==> config.mk <==
export PLATFORM = sky130hd
export DESIGN_NAME = gpio_regs
export DESIGN_NICKNAME = d
export VERILOG_FILES = /design/src/source/soc_pkg.sv /design/src/source/gpio_regs.sv
export SDC_FILE = /design/constraint.sdc
export NUM_CORES = 1
export LEC_CHECK = 0
export ABC_AREA = 1
export ABC_CLOCK_PERIOD_IN_PS = 4000
export BUFFER_PORTS_ARGS = -buffer_cell sky130_fd_sc_hd__buf_2
export CORE_UTILIZATION = 35
export CTS_BUF_LIST = sky130_fd_sc_hd__clkbuf_2
export DETAILED_ROUTE_END_ITERATION = 10
export PLACE_DENSITY = 0.95
export SETUP_SLACK_MARGIN = 0.5
export SLEW_MARGIN = 10
export SYNTH_ARGS = -nofsm -noshare
export SYNTH_HDL_FRONTEND = slang
export SYNTH_SLANG_ARGS = --single-unit
==> constraint.sdc <==
create_clock -name clk_rv -period 4 [get_ports clk_rv]
set_input_delay 0.6 -clock clk_rv [delete_from_list [all_inputs] [get_ports clk_rv]]
set_output_delay 0.6 -clock clk_rv [all_outputs]
set_load 0.01 [all_outputs]
==> src/source/soc_pkg.sv <==
`default_nettype none

package soc_pkg;

    // ------------------------------------------------------------------
    // Widths with a meaning
    // ------------------------------------------------------------------

    // Bus address and data word
    typedef logic [31:0] word_t;
    // Byte write strobe where all zeros is a read
    typedef logic [3:0]  strb_t;
    // Byte address seen by the DDR bridge
    typedef logic [24:0] ddr_addr_t;
    typedef logic [6:0]  char_code_t;
    typedef logic [6:0]  col_t;
    typedef logic [4:0]  row_t;
    // Character cell index into video RAM
    typedef logic [11:0] vram_addr_t;

    // ------------------------------------------------------------------
    // Address map
    // ------------------------------------------------------------------

    // Internal RAM sits at zero and its size comes from MEM_WORDS
    localparam word_t GPIO_BASE = 32'h0300_0000;
    localparam word_t GPIO_SIZE = 32'h0000_0100;
    localparam word_t VRAM_BASE = 32'h0800_0000;
    localparam word_t VRAM_SIZE = 32'h0000_4000;
    localparam word_t DDR_BASE  = 32'h0C00_0000;
    localparam word_t DDR_SIZE  = 32'h0200_0000;

    // Cells per text row
    localparam int TEXT_COLS = 80;

    // Returned for reads that hit nothing
    localparam word_t UNMAPPED_DATA = '1;

    // Bit positions inside the target select strobes
    localparam int SEL_RAM  = 0;
    localparam int SEL_GPIO = 1;
    localparam int SEL_VRAM = 2;

    // Region decoded from the look-ahead address
    typedef enum logic [2:0] {
        REGION_NONE,
        REGION_RAM,
        REGION_VRAM,
        REGION_GPIO,
        REGION_DDR
    } region_t;

    // ------------------------------------------------------------------
    // Bus bundles
    // ------------------------------------------------------------------

    // CPU memory port request
    typedef struct packed {
        logic  valid;
        word_t addr;
        word_t wdata;
        strb_t wstrb;
    } cpu_req_t;

    // Request toward the DDR bridge
    typedef struct packed {
        logic      valid;
        ddr_addr_t addr;
        word_t     wdata;
        strb_t     wstrb;
    } ddr_req_t;

    // Board pins driven from the GPIO block
    typedef struct packed {
        logic led_green_n;
        logic led_red_n;
        logic spi_cs_n;
        logic spi_clk;
        logic spi_mosi;
        logic usb_rst_n;
    } gpio_pins_t;

endpackage

`default_nettype wire

==> src/source/gpio_regs.sv <==
`default_nettype none

module gpio_regs (
    input  wire                  clk_rv,
    input  wire                  rst_rv,
    input  wire                  sel,
    input  wire soc_pkg::strb_t  wstrb,
    input  wire soc_pkg::word_t  addr,
    input  wire soc_pkg::word_t  wdata,
    input  wire                  spi_miso,
    input  wire [4:0]            delay_sel_det,
    output soc_pkg::word_t       rdata,
    output soc_pkg::gpio_pins_t  gpio_pins,
    output logic [4:0]           delay_sel_val
);

    // Register map by word index
    //   0  R delay_sel_det  W delay_sel_val
    //   1  W green LED
    //   2  W red LED
    //   3  W SPI chip select
    //   4  W SPI clock
    //   5  W SPI MOSI
    //   6  R SPI MISO
    //   7  W USB reset

    logic [2:0] reg_idx;
    logic       wr_en;
    logic       rd_en;

    assign reg_idx = addr[4:2];
    // Any strobe bit makes it a write
    assign wr_en   = sel && (wstrb != '0);
    assign rd_en   = sel && (wstrb == '0);

    // ------------------------------------------------------------------
    // Write side
    // ------------------------------------------------------------------

    always_ff @(posedge clk_rv) begin
        if (!rst_rv) begin
            // Delay tap starts at the detected value
            delay_sel_val         <= delay_sel_det;
            // LEDs off
            gpio_pins.led_green_n <= 1'b1;
            gpio_pins.led_red_n   <= 1'b1;
            // Flash deselected
            gpio_pins.spi_cs_n    <= 1'b1;
            gpio_pins.spi_clk     <= 1'b0;
            gpio_pins.spi_mosi    <= 1'b0;
            // USB held in reset
            gpio_pins.usb_rst_n   <= 1'b0;
        end else if (wr_en) begin
            case (reg_idx)
                3'd0: delay_sel_val         <= wdata[4:0];
                // LED pins are active low
                3'd1: gpio_pins.led_green_n <= ~wdata[0];
                3'd2: gpio_pins.led_red_n   <= ~wdata[0];
                3'd3: gpio_pins.spi_cs_n    <= wdata[0];
                3'd4: gpio_pins.spi_clk     <= wdata[0];
                3'd5: gpio_pins.spi_mosi    <= wdata[0];
                3'd7: gpio_pins.usb_rst_n   <= wdata[0];
                default: ;
            endcase
        end
    end

    // ------------------------------------------------------------------
    // Read-back
    // ------------------------------------------------------------------

    // Captured during the select cycle for use with ready
    always_ff @(posedge clk_rv) begin
        if (rd_en) begin
            case (reg_idx)
                3'd0:    rdata <= soc_pkg::word_t'(delay_sel_det);
                3'd6:    rdata <= soc_pkg::word_t'(spi_miso);
                default: rdata <= '0;
            endcase
        end
    end

endmodule

`default_nettype wire

=== Yosys cells after proc, flatten, opt, wreduce, memory -nomap -nowiden ===
Cells that the tools add are included.

* Flip-flop bits (word level): 43
* Input bits: 77
* Output and inout port bits: 43

* Equality and inequality tests: 9
* Multiplexer cells: 4
* Bitwise logic cells: 1
* Reductions and logical operators: 12

{| class="wikitable"
|+ Operator list
! kind !! count
|-
| 5-bit two-way mux || 3
|-
| 2-bit AND reduction || 7
|-
| 3-bit equality test (second input constant) || 4
|-
| 5-bit one-hot mux with 2 select lines || 1
|-
| 3-bit by 2-bit equality test with 1-bit output (second input constant) || 2
|-
| 4-bit logical NOT || 1
|-
| 2-bit by 1-bit inequality test with 1-bit output (second input constant) || 2
|-
| 4-bit nonzero test || 1
|-
| 3-bit by 1-bit equality test with 1-bit output (second input constant) || 1
|-
| 3-bit logical NOT || 1
|-
| 1-bit logical AND || 2
|-
| 1-bit inverter || 1
|}

=== Longest topological paths before layout ===
* Depth after elaboration: 4
* Gate-level depth with buffers: 7
* Gate-level depth less buffers: 7

=== Worst setup path after synthesis ===
Ideal clock, no wire load.

* Path type: input to register
* Start: input addr[3]
* End: register delay_sel_val[0] (enable)
* Setup time: 0.374 ns
* Arrival time: 1.317 ns
* Path slack: 2.309 ns
* Cell stages on the path: 3
* Path buffers: 0
* Path through: inv_1 nand3_1 o21ai_0

* Word-level cells in the longest chain between the ends: 3

{| class="wikitable"
|+ Ends and longest elaborated chain
! element !! line !! source
|-
| start, declared || gpio_regs.sv:8 || <nowiki>input wire soc_pkg::word_t addr,</nowiki>
|-
| 3-bit logical NOT || gpio_regs.sv:54 || <nowiki>case (reg_idx)</nowiki>
|-
| 2-bit by 1-bit inequality test with 1-bit output (no line) || n/a ||
|-
| 2-bit AND reduction (no line) || n/a ||
|-
| end signal, assigned || gpio_regs.sv:43 || <nowiki>delay_sel_val <= delay_sel_det;</nowiki>
|-
| end signal, assigned || gpio_regs.sv:55 || <nowiki>3'd0: delay_sel_val <= wdata[4:0];</nowiki>
|-
| end, declared || gpio_regs.sv:14 || <nowiki>output logic [4:0] delay_sel_val</nowiki>
|}

No other way between the ends.
A chain may end at the register's enable or synchronous reset.

=== Final worst setup path ===
* Start: input wstrb[2]
* End: register delay_sel_val[4] (enable)

* Word-level cells in the longest chain between the ends: 4

{| class="wikitable"
|+ Ends and longest elaborated chain
! element !! line !! source
|-
| start, declared || gpio_regs.sv:7 || <nowiki>input wire soc_pkg::strb_t wstrb,</nowiki>
|-
| 4-bit nonzero test || gpio_regs.sv:33 || <nowiki>assign wr_en = sel && (wstrb != '0);</nowiki>
|-
| 1-bit logical AND || gpio_regs.sv:33 ||
|-
| 2-bit by 1-bit inequality test with 1-bit output (no line) || n/a ||
|-
| 2-bit AND reduction (no line) || n/a ||
|}

No other way between the ends.

==> reports/qor_table.md <==
| Quantity | Value | Unit |
|---|---|---|
| Fill cell count | 289 | - |
| CTS Root Cell | sky130_fd_sc_hd__clkbuf_2 | - |
| HPWL after detailed placement | 1.49 | mm |
| Internal power of the cells | 225 | uW |
| Count of inserted antenna diode cells | 0 | - |
| Area of the mapped netlist | 953 | um^2 |
| Setup TNS after final layout | 0 | ns |
| Share of final-layout standard cells stronger than drive strength 1 | 26.5 | % |
| Overall routed net length | 1.82 | mm |
| Fraction of the cycle the final worst path needs | 43.5 | % |
| Inserted Clock Buffers | 3 | - |
| Proportion of power drawn by the clock network | 23.4 | % |
| Post-synthesis share of cell area spent on xor and xnor gates | 0 | % |
| Largest stage delay on the critical path | 0.57 | ns |
| Area growth from synthesis to final layout | 11.9 | % |
| Maximum net fanout on the critical path | 11 | - |
| Unrepaired setup endpoints after global routing | false | - |
| Fraction of the mapped netlist area in compound gates | 3.67 | % |
| Hold Vio Cnt, Final | 0 | - |
| Drt pass-1 iters | 4 | - |
| Fraction of the mapped netlist area in adder cells | 0 | % |
| Multiplexer area fraction after synthesis | 0 | % |
| Number of endpoints failing setup at the final stage | 0 | - |
| Power spent charging and discharging nets | 95.2 | uW |
| Share of synthesized cell area in and, or, nand and nor gates | 24.0 | % |
| Number of antenna violations at the first check in global routing | 0 | - |
| Max-slew violation count | 0 | - |
| Average wire length per cell after detail routing | 9.82 | um |
| Post-detailed-route via-to-cell ratio | 4.18 | - |
| Cells traversed along the worst timing path | buf_2, nor2_1, nand2_1, nand2_1, o21ai_0 | - |
| Count of unique library cells instantiated by Yosys | 14 | - |
| Chip height | 54.2 | um |
| X dimension of the die | 54.2 | um |
| Final ANT Viol Nets | 0 | - |
| Post-layout minimum cycle time | 1.74 | ns |
| Yosys warns | 0 | - |
| All-Layer GR Usage | 12.4 | % |
| Part of the total power dissipated in sequential elements | 58.2 | % |
| Clock Sink Count | 16 | - |
| CP Capture Type | flop | - |
| Number of buffers on the longest clock path | 2 | - |
| Layout Skew | 0 | ns |
| Count of state elements after synthesis | 16 | - |
| Highest clock rate | 0.575 | GHz |
| IO Pins | 120 | - |
| Status | completed | - |
| Worst setup SP type | input pin | - |
| Grt total ovfl | 0 | - |
| Max Cap Viol | 0 | - |
| Insertion delay of the later-clocked pin in the worst-skew pair | 0.30 | ns |
| Cell area after layout | 1070 | um^2 |
| First-pass GRT wire length | 2.55 | mm |
| I/O Buffers | 36 | - |
| Leakage dissipation | 0.543 | nW |
| Main combinational cell family by area after synthesis | buffers and inverters | - |
| Initial Util | 37.8 | % |
| Largest vdd supply drop | 0.158 | mV |
| Clock transition at the registers of the reported paths | 0.16 | ns |
| Sw Ratio | 29.8 | % |
| Number of remaining DRC errors | 0 | - |
| Headroom to the max-slew limit | 54.8 | % |
| H-tree Lvls | 1 | - |
| Buffers inserted during post-CTS setup optimization | 0 | - |
| Sequential area share after synthesis | 44.1 | % |
| Number of instances in the synthesized netlist | 119 | - |
| Hold crit path type | reg -> reg | - |
| PwrDens | 300 | nW/um^2 |
| Die Footprint | 2940 | um^2 |
| Final net count | 233 | - |
| TritonCTS clock tree | yes | - |
| Part of the total power dissipated in combinational logic | 18.3 | % |
| Crit-path slowest cell | sky130_fd_sc_hd__o21ai_0 | - |
| Number of global-route vias before repair | 604 | - |
| Core area | 2520 | um^2 |
| Count of instances resized after the clock tree is built | 0 | - |
| Largest net degree at the start of global routing | 18 | - |
| Critical Path AT | 1.69 | ns |
| Number of standard-cell rows in the floorplan | 18 | - |
| Slew at the pin with the worst max-slew slack | 0.671 | ns |
| Cell repeated most along the worst path | sky130_fd_sc_hd__nand2_1 | - |
| Average instance area after synthesis | 8.01 | um^2 |
| Violation count after the first detailed-route iteration | 15 | - |
| Class of the most critical setup path | in -> reg | - |
| Placed instance area | 1050 | um^2 |
| Crit path required time | 3.95 | ns |
| Vias post-DR | 774 | - |
| Global placer's final weighted congestion | 0.872 | - |
| Hold-fix buffer count after cts | 0 | - |
[final cells by class]
| cell class | count | area [um^2] | share of cell area, % |
|---|---|---|---|
| Clock inverter | 1 | 3.75 | 0.352 |
| Timing Repair Buffer | 36 | 180 | 16.9 |
| Multi-Input combinational cell | 87 | 365 | 34.2 |
| Sequential cell | 16 | 420 | 39.4 |
| Tap cell | 30 | 37.5 | 3.52 |
| Clock buffer | 3 | 15.0 | 1.41 |
| Inverter | 12 | 45.0 | 4.22 |
[synthesized netlist by cell type (all sizes together)]
| cell | instances | share of area [%] |
|---|---|---|
| buf | 30 | 23 |
| conb | 1 | 0.39 |
| dfxtp | 6 | 13 |
| edfxtp | 10 | 31 |
| inv | 12 | 4.7 |
| nand2 | 17 | 6.7 |
| nand3 | 9 | 4.7 |
| nand4 | 6 | 3.9 |
| nor2 | 20 | 8.1 |
| nor3 | 1 | 0.52 |
| o21ai | 7 | 3.7 |
[worst max-delay path: cells and delay by family]
family                 cells  cell delay (ns)
AO/OA/AOI/OAI              1             0.57
AND/OR/NAND/NOR            3             0.44
buffers and inverters      1             0.08
[cells in the final DEF (no fill, tap or decap)]
cell                       Yosys  layout
sky130_fd_sc_hd__buf_2         2      36
sky130_fd_sc_hd__clkbuf_2      0       3
sky130_fd_sc_hd__clkinv_1      0       1
sky130_fd_sc_hd__conb_1        1      27
sky130_fd_sc_hd__dfxtp_1       6       6
sky130_fd_sc_hd__edfxtp_1     10      10
sky130_fd_sc_hd__inv_1        11      11
sky130_fd_sc_hd__inv_2         1       1
sky130_fd_sc_hd__nand2_1      17      17
sky130_fd_sc_hd__nand3_1       9       9
sky130_fd_sc_hd__nand4_1       6       6
sky130_fd_sc_hd__nor2_1       19      19
sky130_fd_sc_hd__nor2_2        1       1
sky130_fd_sc_hd__nor3_1        1       1
sky130_fd_sc_hd__o21ai_0       7       7
[sequential cells by signal, indices dropped and copies added (netlist names)]
| register | flops |
|---|---|
| gpio_pins | 6 |
| delay_sel_val | 5 |
| rdata | 5 |
[layer usage]
layer,global-route usage [%],routed length (um)
met1,13.6,741
met2,21.7,855
met4,2.56,0
met3,5.37,219
met5,0,0
[kinds of logic (layout without fill, tap and decap cells)]
kind of cell    count (synthesis)  after routing
simple gates                   53             53
other cells                     1             27
compound gates                  7              7
flops                          16             16
buf+inv                        42             52
[per-stage QoR]
step	cells	setup WS [ns]	hold WS, ns	total power, mW	util [%]
5_1_grt	185	2.15	0.508	0.336	42.3
2_1_floorplan	145	2.31	0.489	0.245	-
3_3_place_gp	181	1.94	0.438	0.246	41.6
3_5_place_dp	181	1.92	0.442	0.249	41.6
4_1_cts	185	2.25	0.477	0.321	42.3
6_report	185	2.26	0.475	0.320	42.3
[power by group through the flow]
stage / Combinational, mW / Sequential (mW) / Clock (mW)
CTS: 0.0589 / 0.186 / 0.0758
finish: 0.0587 / 0.186 / 0.0749
detailed placement: 0.0587 / 0.190 / 0
global placement: 0.0566 / 0.190 / 0
floorplan: 0.0502 / 0.195 / 0
global route: 0.0662 / 0.187 / 0.0819
[final timing paths]
check / startpoint / to / slack, ns / cells past startpoint
min reg2reg: gpio_pins[3]$_SDFFE_PN1P_ / gpio_pins[3]$_SDFFE_PN1P_ / 0.47 / 2
max: wstrb[2] / delay_sel_val[4]$_DFFE_PP_ / 2.26 / 5
min: gpio_pins[3]$_SDFFE_PN1P_ / gpio_pins[3]$_SDFFE_PN1P_ / 0.47 / 2
max reg2reg: gpio_pins[0]$_SDFFE_PN0P_ / gpio_pins[0]$_SDFFE_PN0P_ / 3.38 / 4
(Power assumes the default switching activity.)
