## src/source/soc_pkg.sv

```systemverilog
`default_nettype none

package soc_pkg;

    // ------------------------------------------------------------------
    // Widths with a meaning
    // ------------------------------------------------------------------

    // Bus address and data word
    typedef logic [31:0] word_t;
    // Byte write strobe where all zeros is a read
    typedef logic [3:0]  strb_t;
    // Byte address seen by the DDR bridge
    typedef logic [24:0] ddr_addr_t;
    typedef logic [6:0]  char_code_t;
    typedef logic [6:0]  col_t;
    typedef logic [4:0]  row_t;
    // Character cell index into video RAM
    typedef logic [11:0] vram_addr_t;

    // ------------------------------------------------------------------
    // Address map
    // ------------------------------------------------------------------

    // Internal RAM sits at zero and its size comes from MEM_WORDS
    localparam word_t GPIO_BASE = 32'h0300_0000;
    localparam word_t GPIO_SIZE = 32'h0000_0100;
    localparam word_t VRAM_BASE = 32'h0800_0000;
    localparam word_t VRAM_SIZE = 32'h0000_4000;
    localparam word_t DDR_BASE  = 32'h0C00_0000;
    localparam word_t DDR_SIZE  = 32'h0200_0000;

    // Cells per text row
    localparam int TEXT_COLS = 80;

    // Returned for reads that hit nothing
    localparam word_t UNMAPPED_DATA = '1;

    // Bit positions inside the target select strobes
    localparam int SEL_RAM  = 0;
    localparam int SEL_GPIO = 1;
    localparam int SEL_VRAM = 2;

    // Region decoded from the look-ahead address
    typedef enum logic [2:0] {
        REGION_NONE,
        REGION_RAM,
        REGION_VRAM,
        REGION_GPIO,
        REGION_DDR
    } region_t;

    // ------------------------------------------------------------------
    // Bus bundles
    // ------------------------------------------------------------------

    // CPU memory port request
    typedef struct packed {
        logic  valid;
        word_t addr;
        word_t wdata;
        strb_t wstrb;
    } cpu_req_t;

    // Request toward the DDR bridge
    typedef struct packed {
        logic      valid;
        ddr_addr_t addr;
        word_t     wdata;
        strb_t     wstrb;
    } ddr_req_t;

    // Board pins driven from the GPIO block
    typedef struct packed {
        logic led_green_n;
        logic led_red_n;
        logic spi_cs_n;
        logic spi_clk;
        logic spi_mosi;
        logic usb_rst_n;
    } gpio_pins_t;

endpackage

`default_nettype wire

```

## src/source/mem_bus_decode.sv

```systemverilog
`default_nettype none

module mem_bus_decode #(
    parameter int MEM_WORDS = 1024
) (
    input  wire                      clk_rv,
    input  wire                      rst_rv,
    input  wire soc_pkg::cpu_req_t   cpu_req,
    input  wire soc_pkg::word_t      la_addr,
    input  wire                      ddr_ready,
    input  wire soc_pkg::word_t      ddr_rdata,
    input  wire soc_pkg::word_t      ram_rdata,
    input  wire soc_pkg::word_t      gpio_rdata,
    output logic                     cpu_ready,
    output soc_pkg::word_t           cpu_rdata,
    output soc_pkg::ddr_req_t        ddr_req,
    output soc_pkg::region_t         region,
    output logic [2:0]               target_sel
);

    // First byte address past the internal RAM
    localparam soc_pkg::word_t RAM_LIMIT = soc_pkg::word_t'(MEM_WORDS * 4);

    soc_pkg::region_t la_region;
    logic             default_ready;
    logic             pending;

    // ------------------------------------------------------------------
    // Look-ahead decode
    // ------------------------------------------------------------------

    always_comb begin
        if (la_addr < RAM_LIMIT) begin
            la_region = soc_pkg::REGION_RAM;
        end else if ((la_addr >= soc_pkg::GPIO_BASE) &&
                     (la_addr < soc_pkg::GPIO_BASE + soc_pkg::GPIO_SIZE)) begin
            la_region = soc_pkg::REGION_GPIO;
        end else if ((la_addr >= soc_pkg::VRAM_BASE) &&
                     (la_addr < soc_pkg::VRAM_BASE + soc_pkg::VRAM_SIZE)) begin
            la_region = soc_pkg::REGION_VRAM;
        end else if ((la_addr >= soc_pkg::DDR_BASE) &&
                     (la_addr < soc_pkg::DDR_BASE + soc_pkg::DDR_SIZE)) begin
            la_region = soc_pkg::REGION_DDR;
        end else begin
            la_region = soc_pkg::REGION_NONE;
        end
    end

    // Region follows la_addr on every clock
    // Ready for local targets comes one cycle after valid
    always_ff @(posedge clk_rv) begin
        if (!rst_rv) begin
            region        <= soc_pkg::REGION_NONE;
            default_ready <= 1'b0;
        end else begin
            region        <= la_region;
            // Drop again right after the ready cycle
            default_ready <= cpu_req.valid && !cpu_ready;
        end
    end

    // ------------------------------------------------------------------
    // Ready and steering
    // ------------------------------------------------------------------

    // DDR bridge owns ready in its region
    assign cpu_ready = (region == soc_pkg::REGION_DDR) ? ddr_ready : default_ready;

    // Transfer accepted but not finished
    assign pending = cpu_req.valid && !cpu_ready;

    assign target_sel[soc_pkg::SEL_RAM]  = pending && (region == soc_pkg::REGION_RAM);
    assign target_sel[soc_pkg::SEL_GPIO] = pending && (region == soc_pkg::REGION_GPIO);
    assign target_sel[soc_pkg::SEL_VRAM] = pending && (region == soc_pkg::REGION_VRAM);

    // DDR valid stays up for the whole stretched transfer
    assign ddr_req.valid = cpu_req.valid && (region == soc_pkg::REGION_DDR);
    assign ddr_req.addr  = cpu_req.addr[24:0];
    assign ddr_req.wdata = cpu_req.wdata;
    assign ddr_req.wstrb = cpu_req.wstrb;

    // Read data mux
    // Video RAM has no bus read path and shares the all-ones default
    always_comb begin
        case (region)
            soc_pkg::REGION_RAM:  cpu_rdata = ram_rdata;
            soc_pkg::REGION_DDR:  cpu_rdata = ddr_rdata;
            soc_pkg::REGION_GPIO: cpu_rdata = gpio_rdata;
            default:              cpu_rdata = soc_pkg::UNMAPPED_DATA;
        endcase
    end

endmodule

`default_nettype wire

```

## config.mk

```make
export PLATFORM = sky130hd
export DESIGN_NAME = mem_bus_decode
export DESIGN_NICKNAME = d
export VERILOG_FILES = /design/src/source/soc_pkg.sv /design/src/source/mem_bus_decode.sv
export SDC_FILE = /design/constraint.sdc
export NUM_CORES = 1
export LEC_CHECK = 0
export ABC_AREA = 0
export ABC_CLOCK_PERIOD_IN_PS = 2600
export BUFFER_PORTS_ARGS = -buffer_cell sky130_fd_sc_hd__buf_2
export CAP_MARGIN = 20
export CORE_AREA = 2 2 117 119
export DETAILED_ROUTE_END_ITERATION = 8
export DIE_AREA = 0 0 119 121
export SYNTH_ARGS = -nofsm -noshare
export SYNTH_HDL_FRONTEND = slang
export SYNTH_SLANG_ARGS = --single-unit
```

## constraint.sdc

```tcl
create_clock -name clk_rv -period 2.6 [get_ports clk_rv]
set_input_delay 0.13 -clock clk_rv [delete_from_list [all_inputs] [get_ports clk_rv]]
set_output_delay 0.13 -clock clk_rv [all_outputs]
set_load 0.02 [all_outputs]
```

* Word-level counts from Yosys, hierarchy flattened
Index checks and enable logic that the tools add are counted.
Cells by class: $lt $le $gt $ge 7, equal/unequal tests 4, multiplexer cells 6, bitwise operators 1, reduce and logical (&&, ||, !) cells 11
Operator list (count):
- $pmux 32 s3 | 1
- $ge 32x28->1 const B | 2
- $lt 32x28->1 const B | 2
- $ge 32x26->1 const B | 1
- $lt 32x13->1 const B | 1
- $lt 32x26->1 const B | 1
- $logic_and 1x1->1 | 8
- $eq 3x2->1 const B | 2
- $mux 2 | 2
- $reduce_or 4->1 | 1
- $eq 3x1->1 const B | 1
- $eq 3x3->1 const B | 1
- $mux 3 | 1
- $mux 1 | 2
- $reduce_or 2->1 | 1
- $logic_not 1->1 | 1
- $not 1->1 | 1
Storage, ports and cells: register bits after elaboration 4, bits of input ports 200, word-level logic and storage cells 33

* Logic depth before layout (Yosys ltp)
Gate-level depths: netlist of run 1.
depth after elaboration 6, mapped depth 5, depth with buffers taken out 3

* Worst setup path after synthesis of run 1
No wires, ideal clock.
path kind reg2out, start point register region[2], end point output port target_sel[0], arrival time 1.385 ns, required time 2.470 ns, slack 1.085 ns, cell stages (with the launch flop) 5, path through dfxtp_1 -> nand2b_1 -> buf_2 -> buf_2 -> nor3b_1
On the way: cells in the longest elaborated chain, start to end 5, elaborated cells on any way between the ends 6, those cells by class eq/ne (2); mux (1); reduce/logical (3)
RTL lines:
- start, declared | RTL line mem_bus_decode.sv:17 | output soc_pkg::region_t region,
- start signal, assigned | RTL line mem_bus_decode.sv:53 | region <= soc_pkg::REGION_NONE;
- start signal, assigned | RTL line mem_bus_decode.sv:56 | region <= la_region;
- $eq 3x3->1 | RTL line mem_bus_decode.sv:67 | assign cpu_ready = (region == soc_pkg::REGION_DDR) ? ddr_ready : default_ready;
- $mux 1 | RTL line mem_bus_decode.sv:67
- $logic_not 1->1 | RTL line mem_bus_decode.sv:70 | assign pending = cpu_req.valid && !cpu_ready;
- $logic_and 1x1->1 | RTL line mem_bus_decode.sv:70
- $logic_and 1x1->1 (*) | RTL line mem_bus_decode.sv:72 | assign target_sel[soc_pkg::SEL_RAM] = pending && (region == soc_pkg::REGION_RAM);
- end, declared | RTL line mem_bus_decode.sv:18 | output logic [2:0] target_sel
Mark *: on every way between the ends. The rest lies on a longest branch, timed or not.

* Final worst setup path of run 1
start point register region[0], end point output port cpu_rdata[3]
On the way: cells in the longest elaborated chain, start to end 2, elaborated cells on any way between the ends 4, those cells by class eq/ne (3); mux (1)
RTL lines:
- $eq 3x2->1 (tied with other cells) | RTL line mem_bus_decode.sv:85 | case (region)
- $pmux 32 s3 (*) | RTL line mem_bus_decode.sv:85
- end, declared | RTL line mem_bus_decode.sv:15 | output soc_pkg::word_t cpu_rdata,
Marked as above.

==> run summary, run 1 <==
* Crit Path Category: reg -> out
* highest metal layer used by the detailed router: met4
* ports placed on the boundary: 301
* Critical Path Sink: cpu_rdata[3]
* number of antenna cells inserted: 0
* Seq/Total Area, Yosys: 5.79%
* max frequency: 547 MHz
* wire length reported by the detailed router: 5.61 mm
* initial core utilization: 10.6%
* worst slew margin relative to its limit: 71.2%
* count of cells resized by post-cts repair: 0
* Std-Cell Core Area: 13,100 um2
* number of endpoints with negative hold slack in the final report: 0
* Clock transition at path regs: 30 ps
* global-route usage over all layers: 7.03%
* path class of the lowest-slack min-delay path: in -> reg
* number of inserted filler cells in the final layout: 1,512
* post-synthesis average cell area: 7.91 um2
* post-route design area: 2000 um2
* post-synthesis instance area: 1380 um2
* yosys synthesis warning count: 0
* compound-gate portion of the synthesized area: 41.2%
* count of TritonRoute iterations in the first routing pass: 4
* antenna violations before repair: 0
* CP Max Fanout: 32
* DP Area: 1930 um2
* area added between synthesis and finish: 44.8%
* final RePlAce weighted congestion: 0.729
* worst reg2reg path endpoint: default_ready
* final sum of negative setup slack: 0 ps
* area share of and/or/nand/nor cells after synthesis: 14.5%
* Final Slew Violations: 0
* CP Data Required Time: 2470 ps
* Critical R2R Launch: region[2]
* #FFs+latches synth: 4
* data arrival time of the critical path: 1700 ps
* WHS: 142 ps
* unrepaired setup endpoints after global routing: false
* met3 wire length: 489 um
* crit share post-route: 70.4%
* latest clock arrival within the worst-skew pair: 230 ps
* vias per cell: 3.72
* Post-Synth Adder-Cell Area: 0%
* distinct cell type count after synthesis: 25
* final setup violating endpoints: 0
* maximum number of pins on one net before global-route repair: 37
* floorplan row count: 42
* startpoint of the worst setup timing path: region[0]
* overall power of the completed layout: 0.419 mW
* Synth Area in XOR/XNOR: 0%
* number of maximum-capacitance violations: 0
* global-route wire length before repair: 7.94 mm
* Period minus WS final: 1830 ps
* Pwr per Cell Area: 209 nW/um2
* most common cell after layout, fill and taps aside: buf_2
* Lkg Pwr: 0.821 nW
* number of cells on the worst reg-to-reg path: 3
* vias: 1,659
* residual antenna-violating net count after detailed routing: 0
* synthesized net count: 375
* CTS Buf Count: 3
* Layout Nets: 472
* Routed wire per std cell: 12.6 um
* wire length the detailed router placed on met1: 2.09 mm
* via count of the first global-routing pass: 1,583
* worst clock skew: 0.147 ps
* floorplan die width: 119 um
* share of layout cells above drive strength 1: 64.8%
* result of the run: completed
* main combinational cell family by area after synthesis: compound AO/OA/AOI/OAI gates
* Clock Root Buffer: clkbuf_16
* nature of the critical path endpoint: output port
* post-CTS repair timing setup buffer count: 0
* sort of element at the start of the critical path: flop
* worst-margin pin slew: 432 ps
* routed wl met2: 2.80 mm
* CTS tree: done
* number of non-filler instances in the completed layout: 446
* post-detail-place hpwl: 4.34 mm
* H-Tree Level Count: 1
* die area: 14,400 um2
* number of clock sinks seen by CTS: 4
* most frequent cells in the layout: 163 x buf_2, 64 x o22a_1, 5 x nor2_1
* synthesized instance count: 175
* setup slack of the worst register-to-register path: 1410 ps
* DIE HEIGHT: 121 um
* number of remaining DRC errors: 0
* mux share of post-synthesis cell area: 0.814%
* global-route congestion overflow total: 0
* worst supply voltage drop on vdd: 0.291 mV
* 1st-iter DRT viols: 37
* Port Buffer Count: 163
* buffers from clock root to sink, at most: 2
* post-cts hold buffer count: 0
* placed cell count: 443
-- report_power, final --
group          internal (mW)  total, mW  leakage, nW  switching, mW
Clock                  0.197      0.241       0.0370         0.0446
Combinational         0.0753      0.114        0.751         0.0390
Sequential            0.0628     0.0633       0.0324       0.000475
-- layer usage --
layer  vias to the layer above  GRT usage (%)
met5                         -              0
met4                         0           4.39
met2                        95           13.1
met1                       732           7.12
met3                        33           1.55
li1                        799              -
-- synthesized netlist by cell type (all sizes together) --
library cell / count / area, um2
and2: 1 / 6.26
and4bb: 1 / 12.5
nor2: 5 / 18.8
nor2b: 2 / 12.5
mux2: 1 / 11.3
nand2b: 2 / 12.5
o22a: 64 / 561
nor3: 1 / 16.3
and3: 2 / 13.8
nand3: 2 / 10.0
dfxtp: 4 / 80.1
buf: 71 / 507
clkbuf: 4 / 15.0
nor4: 3 / 18.8
nor4bb: 2 / 20.0
nand4b: 1 / 8.76
a21oi: 2 / 10.0
nor3b: 2 / 15.0
nand2: 2 / 7.51
or4: 1 / 11.3
nand3b: 1 / 7.51
nor4b: 1 / 8.76
-- critical path, stage by stage, from the launching register on --
cell	delay (ps)
dfxtp_1	390
nand2b_1	130
buf_4	360
o22a_1	280
o22a_1	150
buf_2	160
-- state kept, by name (all words and copies together) (netlist names) --
signal,count
default_ready,1
region,3
-- cells by family after synthesis --
family / Yosys count
buf+inv: 75
simple gates: 29
mux: 1
flops: 4
compound gates: 66
-- how the worst min path moves through the flow --
stage                     cells past startpoint   startpoint             to
after global routing                          3  cpu_req[68]  default_ready
final                                         3  cpu_req[68]  default_ready
after detailed placement                      0  cpu_req[15]    ddr_req[15]
after CTS                                     3  cpu_req[68]  default_ready
after floorplan                               2       rst_rv  default_ready
after global placement                        0  cpu_req[15]    ddr_req[15]
-- cell type report --
cell class	instances	area (um2)	share of cell area, %
Sequential cell	4	80.1	4.00
Timing Repair Buffer	167	846	42.2
Clock buffer	3	75.1	3.75
Multi-Input combinational cell	96	782	39.0
Tap cell	176	220	11.0
-- metrics by stage --
step / util [%] / setup slack, ps
finish: 15.3 / 770
global route: 15.3 / 651
CTS: 15.3 / 723
detailed placement: 14.7 / 960
global placement: 14.7 / 992
floorplan: - / 1090
Note: power is estimated with default switching activity, not from simulation.
==> run 2, diff against run 1 <==
ABC_AREA = 1   (was 0)
ABC_CLOCK_PERIOD_IN_PS = 1900   (was 2600)
CORE_AREA = 2 2 115 117   (was 2 2 117 119)
DIE_AREA = 0 0 117 119   (was 0 0 119 121)
clock period = 1.9 ns   (was 2.6 ns; I/O delays follow)
==> run summary, run 2 <==
* yosys synthesis warning count: 0, unchanged
* number of synthesized flops with an enable pin: 0, unchanged
* number of endpoints with negative hold slack in the final report: 0, unchanged
* crit share post-route: 89.7%
* async set or reset register ratio after synthesis: 0%, unchanged
* die area: 13,900 um2, was 14,400 um2
* CP max-delay cell: dfxtp_1, unchanged
* maximum single-stage delay on the critical path: 350 ps, was 390 ps
* data arrival time of the critical path: 1610 ps, was 1700 ps
* number of antenna cells inserted: 0, unchanged
* most common cell after layout, fill and taps aside: buf_2, unchanged
* CP Data Required Time: 1800 ps, was 2470 ps
* antenna violations before repair: 0, unchanged
* via count of the first global-routing pass: 1,651, was 1,583
* buffers plus inverters on the worst setup path: 3, was 2
* largest registers in the final layout: region: 3 flops, default_ready: 1 flops, unchanged
* crit-path leading delay family: buffers and inverters, unchanged
* distinct cell type count after synthesis: 23, was 25
* number of remaining DRC errors: 0, unchanged
* #FFs+latches synth: 4, unchanged
* count of TritonRoute iterations in the first routing pass: 4, unchanged
* ports placed on the boundary: 301, unchanged
* result of the run: completed, unchanged
* max frequency: 587 MHz
* Period minus WS final: 1700 ps
* number of maximum-capacitance violations: 0, unchanged
* 1st-iter DRT viols: 32, was 37
* CTS tree: done, unchanged
* share of layout cells above drive strength 1: 53.3%, was 64.8%
* Routed wire per std cell: 12.3 um, was 12.6 um
* biggest area contributors in the synthesized netlist: buf_4 34%, nand2_1 16%, a22oi_1 11%, was o22a_1 41%, buf_4 33%, dfxtp_1 5.8%
* worst slew margin relative to its limit: 80.3%, was 71.2%
* Clock transition at path regs: 30 ps, about the same
* wire length reported by the detailed router: 6.48 mm, was 5.61 mm
* worst supply voltage drop on vdd: 0.199 mV, was 0.291 mV
* vias per cell: 3.67, was 3.72
* post-detail-place hpwl: 5.42 mm, was 4.34 mm
* Seq/Total Area, Yosys: 5.52%, was 5.79%
* worst-margin pin slew: 293 ps, was 432 ps
* global-route usage over all layers: 8.08%, was 7.03%
* Pwr per Cell Area: 268 nW/um2, was 209 nW/um2
* synthesized net count: 445, was 375
* worst clock skew: 2.49 ps, was 0.147 ps
* DIE HEIGHT: 119 um, was 121 um
* final RePlAce weighted congestion: 0.679, was 0.729
* Final Slew Violations: 0, unchanged
* cell taking the most area after synthesis: buf_4, was o22a_1
* maximum number of pins on one net before global-route repair: 31, was 37
* global-route wire length before repair: 8.46 mm, was 7.94 mm
* H-Tree Level Count: 1, unchanged
* Lkg Pwr: 0.912 nW, was 0.821 nW
* number of clock sinks seen by CTS: 4, unchanged
* area added between synthesis and finish: 46.0%, was 44.8%
* CP Max Fanout: 12, was 32
* largest register by flop count: region, unchanged
* latest clock arrival within the worst-skew pair: 220 ps, was 230 ps
* synthesized instance count: 245, was 175
* final setup violating endpoints: 0, unchanged
* Port Buffer Count: 163, unchanged
* most frequent cells in the layout: 163 x buf_2, 63 x nand2_1, 23 x nor2_1, was 163 x buf_2, 64 x o22a_1, 5 x nor2_1
* Clock Root Buffer: clkbuf_16, unchanged
* CTS Buf Count: 3, unchanged
* ordered list of cells on the worst path: inv_2, nand3_4, buf_4, o21ai_0, nand2_1, buf_2, was nand2b_1, buf_4, o22a_1, o22a_1, buf_2
* Post-Route Utilization: 16.4%, was 15.3%
* residual antenna-violating net count after detailed routing: 0, unchanged
* Crit Path Category: reg -> out, unchanged
* sort of element at the start of the critical path: flop, unchanged
* initial core utilization: 11.3%, was 10.6%
* buffers from clock root to sink, at most: 2, unchanged
* Layout Nets: 551, was 472
* most frequently used cell type in the post-synthesis netlist: buf_4, was o22a_1
* Std-Cell Core Area: 12,900 um2, was 13,100 um2
* post-synthesis average cell area: 5.92 um2, was 7.91 um2
* post-synthesis instance area: 1450 um2, was 1380 um2
* floorplan row count: 42, unchanged
* path class of the lowest-slack min-delay path: in -> reg, unchanged
* nature of the critical path endpoint: output port, unchanged
* global-route congestion overflow total: 0, unchanged
* area share of the leading cell type in the synthesized netlist: 34.2%, was 40.5%
* vias: 1,928, was 1,659
* list of most frequent post-synthesis cells: 66 x buf_4, 63 x nand2_1, 23 x nor2_1, was 64 x o22a_1, 61 x buf_4, 9 x buf_2
* final sum of negative setup slack: 0 ps, unchanged
* floorplan die width: 117 um, was 119 um
* main flop type after synthesis: dfxtp_1, unchanged
* max reg flops: 3, unchanged
* post-cts hold buffer count: 0, unchanged
* unrepaired setup endpoints after global routing: false, unchanged
==> run 2: changes by cell type after synthesis, moves of 9 or more <==
cell	before	now
nor2_1	5	23
o21ai_0	0	16
nand3_1	2	12
inv_1	0	9
nand4_1	0	10
a22oi_1	0	22
nand2_1	2	63
o22a_1	64	0
==> run 2: through the flow <==
step           instances  hold WS (ps)  setup WS (ps)  cell area [um2]  total power [mW]
2_1_floorplan        245           227            422             1450             0.301
3_3_place_gp         519           190           60.9             2010             0.244
3_5_place_dp         519           190           57.7             2010             0.246
4_1_cts              523           134            120             2100             0.577
5_1_grt              525           156           62.3             2120             0.601
6_report             525           142            197             2120             0.568
==> run 2: tightest hold or removal path, stage by stage <==
cell,delay [ps]
buf_2,110
inv_1,70
a21oi_1,40
==> run 2: worst paths after layout <==
| kind | cells after the start | slack [ps] | startpoint | endpoint |
|---|---|---|---|---|
| max | 6 | 200 | region[0] | cpu_rdata[13] |
| min | 3 | 140 | rst_rv | region[0] |
| min reg2reg | 3 | 620 | default_ready | default_ready |
| max reg2reg | 4 | 710 | region[0] | default_ready |
==> run 2: power by group <==
part	switching (mW)	internal, mW	total [mW]
logic	0.0587	0.0993	0.158
clock network	0.0551	0.268	0.324
registers	0.000732	0.0859	0.0867
==> run 2: area by class of cell <==
class | count | area (um2)
fill | 1497 | 10800
timing repair buffer | 173 | 903
multi-input combinational | 157 | 790
tap | 176 | 220
sequential | 4 | 80.1
clock buffer | 3 | 75.1
inverter | 12 | 48.8
==> run 2: repair_timing <==
item                                    CTS  global route
pin swaps                                 0             1
resized for setup                         2             0
endpoints found under the setup margin   16             2
setup buffers                             1             2
==> run 2: cells by family after synthesis <==
kind of cell           after synthesis  synth area share (%)
AO/OA/AOI/OAI                       41                  18.5
AND/OR/NAND/NOR                    116                  35.5
flip-flops                           4                  5.52
buffers and inverters               84                  40.6
==> run 2: routing by layer <==
| layer | track usage, % | part of all wire, % | vias up | wire (um) |
|---|---|---|---|---|
| li1 | - | - | 961 | - |
| met1 | 7.79 | 36 | 796 | 2300 |
| met2 | 14.6 | 47 | 137 | 3030 |
| met3 | 2.65 | 12 | 34 | 805 |
| met4 | 4.93 | 5.1 | 0 | 331 |
| met5 | 0 | 0 | - | 0 |
==> run 3, diff against run 2 <==
==> constraint.sdc (replaced) <==
create_clock -name clk_rv -period 1.9 [get_ports clk_rv]
set_input_delay 0.19 -clock clk_rv [delete_from_list [all_inputs] [get_ports clk_rv]]
set_output_delay 0.19 -clock clk_rv [all_outputs]
set_load 0.02 [all_outputs]
==> run summary, run 3 (same netlist as run 2, synthesis figures left out) <==
* Crit Path Category: reg -> out, unchanged
* result of the run: completed, unchanged
* final RePlAce weighted congestion: 0.667, was 0.679
* most frequent cells in the layout: 163 x buf_2, 63 x nand2_1, 23 x nor2_1, unchanged
* number of maximum-capacitance violations: 0, unchanged
* H-Tree Level Count: 1, unchanged
* final sum of negative setup slack: 0 ps, unchanged
* number of clock sinks seen by CTS: 4, unchanged
* largest registers in the final layout: region: 3 flops, default_ready: 1 flops, unchanged
* final setup violating endpoints: 0, unchanged
* CTS Buf Count: 3, unchanged
* maximum number of pins on one net before global-route repair: 29, was 31
* Final Slew Violations: 0, unchanged
* Period minus WS final: 1750 ps, was 1700 ps
* vias: 1,915, was 1,928
* post-detail-place hpwl: 5.48 mm, was 5.42 mm
* die area: 13,900 um2, unchanged
* max reg flops: 3, unchanged
* unrepaired setup endpoints after global routing: false, unchanged
* Pwr per Cell Area: 267 nW/um2, was 268 nW/um2
* Port Buffer Count: 163, unchanged
* worst-margin pin slew: 298 ps, was 293 ps
* number of endpoints with negative hold slack in the final report: 0, unchanged
* ports placed on the boundary: 301, unchanged
* sort of element at the start of the critical path: flop, unchanged
* CTS tree: done, unchanged
* floorplan row count: 42, unchanged
* Post-Route Utilization: 16.6%, was 16.4%
* CP Data Required Time: 1710 ps, was 1800 ps
* path class of the lowest-slack min-delay path: in -> reg, unchanged
* Routed wire per std cell: 12.3 um, about the same
* worst slew margin relative to its limit: 80.1%, was 80.3%
* most common cell after layout, fill and taps aside: buf_2, unchanged
* count of TritonRoute iterations in the first routing pass: 4, unchanged
* CP Max Fanout: 28, was 12
* Std-Cell Core Area: 12,900 um2, unchanged
* largest register by flop count: region, unchanged
* Clock transition at path regs: 30 ps, about the same
* wire length reported by the detailed router: 6.45 mm, was 6.48 mm
* area added between synthesis and finish: 47.4%, was 46.0%
* share of layout cells above drive strength 1: 53.6%, was 53.3%
* latest clock arrival within the worst-skew pair: 220 ps, about the same
* placed cell count: 520, was 519
* worst supply voltage drop on vdd: 0.278 mV, was 0.199 mV
* Lkg Pwr: 0.932 nW, was 0.912 nW
* buffers from clock root to sink, at most: 2, unchanged
* global-route congestion overflow total: 0, unchanged
* nature of the critical path endpoint: output port, unchanged
* global-route usage over all layers: 8.17%, was 8.08%
* number of remaining DRC errors: 0, unchanged
* floorplan die width: 117 um, unchanged
* number of antenna cells inserted: 0, unchanged
* via count of the first global-routing pass: 1,689, was 1,651
* initial core utilization: 11.3%, unchanged
* data arrival time of the critical path: 1560 ps, was 1610 ps
* antenna violations before repair: 0, unchanged
* worst setup slack before clock tree synthesis: 271 ps, was 57.7 ps
* Layout Nets: 551, unchanged
* Clock Root Buffer: clkbuf_16, unchanged
* residual antenna-violating net count after detailed routing: 0, unchanged
* vias per cell: 3.65, was 3.67
* crit share post-route: 92.3%, was 89.7%
* max frequency: 570 MHz, was 587 MHz
* DIE HEIGHT: 119 um, unchanged
* global-route wire length before repair: 8.61 mm, was 8.46 mm
* WHS: 223 ps, was 142 ps
* 1st-iter DRT viols: 56, was 32
* post-cts hold buffer count: 0, unchanged
* number of non-filler instances in the completed layout: 525, unchanged
* worst clock skew: 1.38 ps, was 2.49 ps
* final worst-path setup slack: 146 ps, was 197 ps
-- run 3: changes by cell type in the layout (fill, tap and decap cells not counted), sizes merged --
cell      delta
clkinvlp     -1
inv          +1
-- run 3: layer usage --
metal | up-vias | global-route usage, % | share of wire, %
met5 | - | 0 | 0
met4 | 0 | 4.93 | 5.2
met3 | 34 | 2.75 | 12
met2 | 145 | 14.9 | 48
met1 | 776 | 7.73 | 35
li1 | 960 | - | -
-- run 3: final cells by class --
cell class	instances	area [um2]
Fill cell	1506	10700
Inverter	12	45.0
Sequential cell	4	81.3
Clock buffer	3	75.1
Timing Repair Buffer	173	928
Tap cell	176	220
Multi-Input combinational cell	157	787
-- run 3: final timing paths --
kind / cells after the start / end / start / slack, ps
worst max-delay path: 7 / cpu_rdata[0] / region[2] / 150
worst min-delay path: 3 / region[0] / rst_rv / 220
worst max register to register: 5 / default_ready / region[0] / 720
worst min register to register: 3 / default_ready / default_ready / 630
-- run 3: critical path, cell delays in order (launching register included) --
cell and delay [ps]:
dfxtp_1 320, inv_1 130, nand2_4 130, nor2_4 200
buf_12 190, nand2_1 60, nand4_1 110, buf_2 170
-- run 3: power breakdown --
group          internal [mW]  leakage (nW)  total, mW  switching (mW)
clock                  0.269        0.0370      0.325          0.0567
combinational         0.0995         0.862      0.158          0.0580
sequential            0.0859        0.0330     0.0868        0.000879
total                  0.454         0.932      0.570           0.116
-- run 3: what timing repair did --
action	4_1_cts	5_1_grt
setup endpoints to repair	0	31
gates resized for setup	0	2
setup buffers	0	2
-- run 3: metrics by stage --
| stage | cell area [um2] | total power, mW |
|---|---|---|
| after floorplan | 1450 | 0.301 |
| after global placement | 2040 | 0.245 |
| after detailed placement | 2040 | 0.246 |
| after CTS | 2120 | 0.577 |
| after global routing | 2140 | 0.603 |
| final | 2140 | 0.570 |
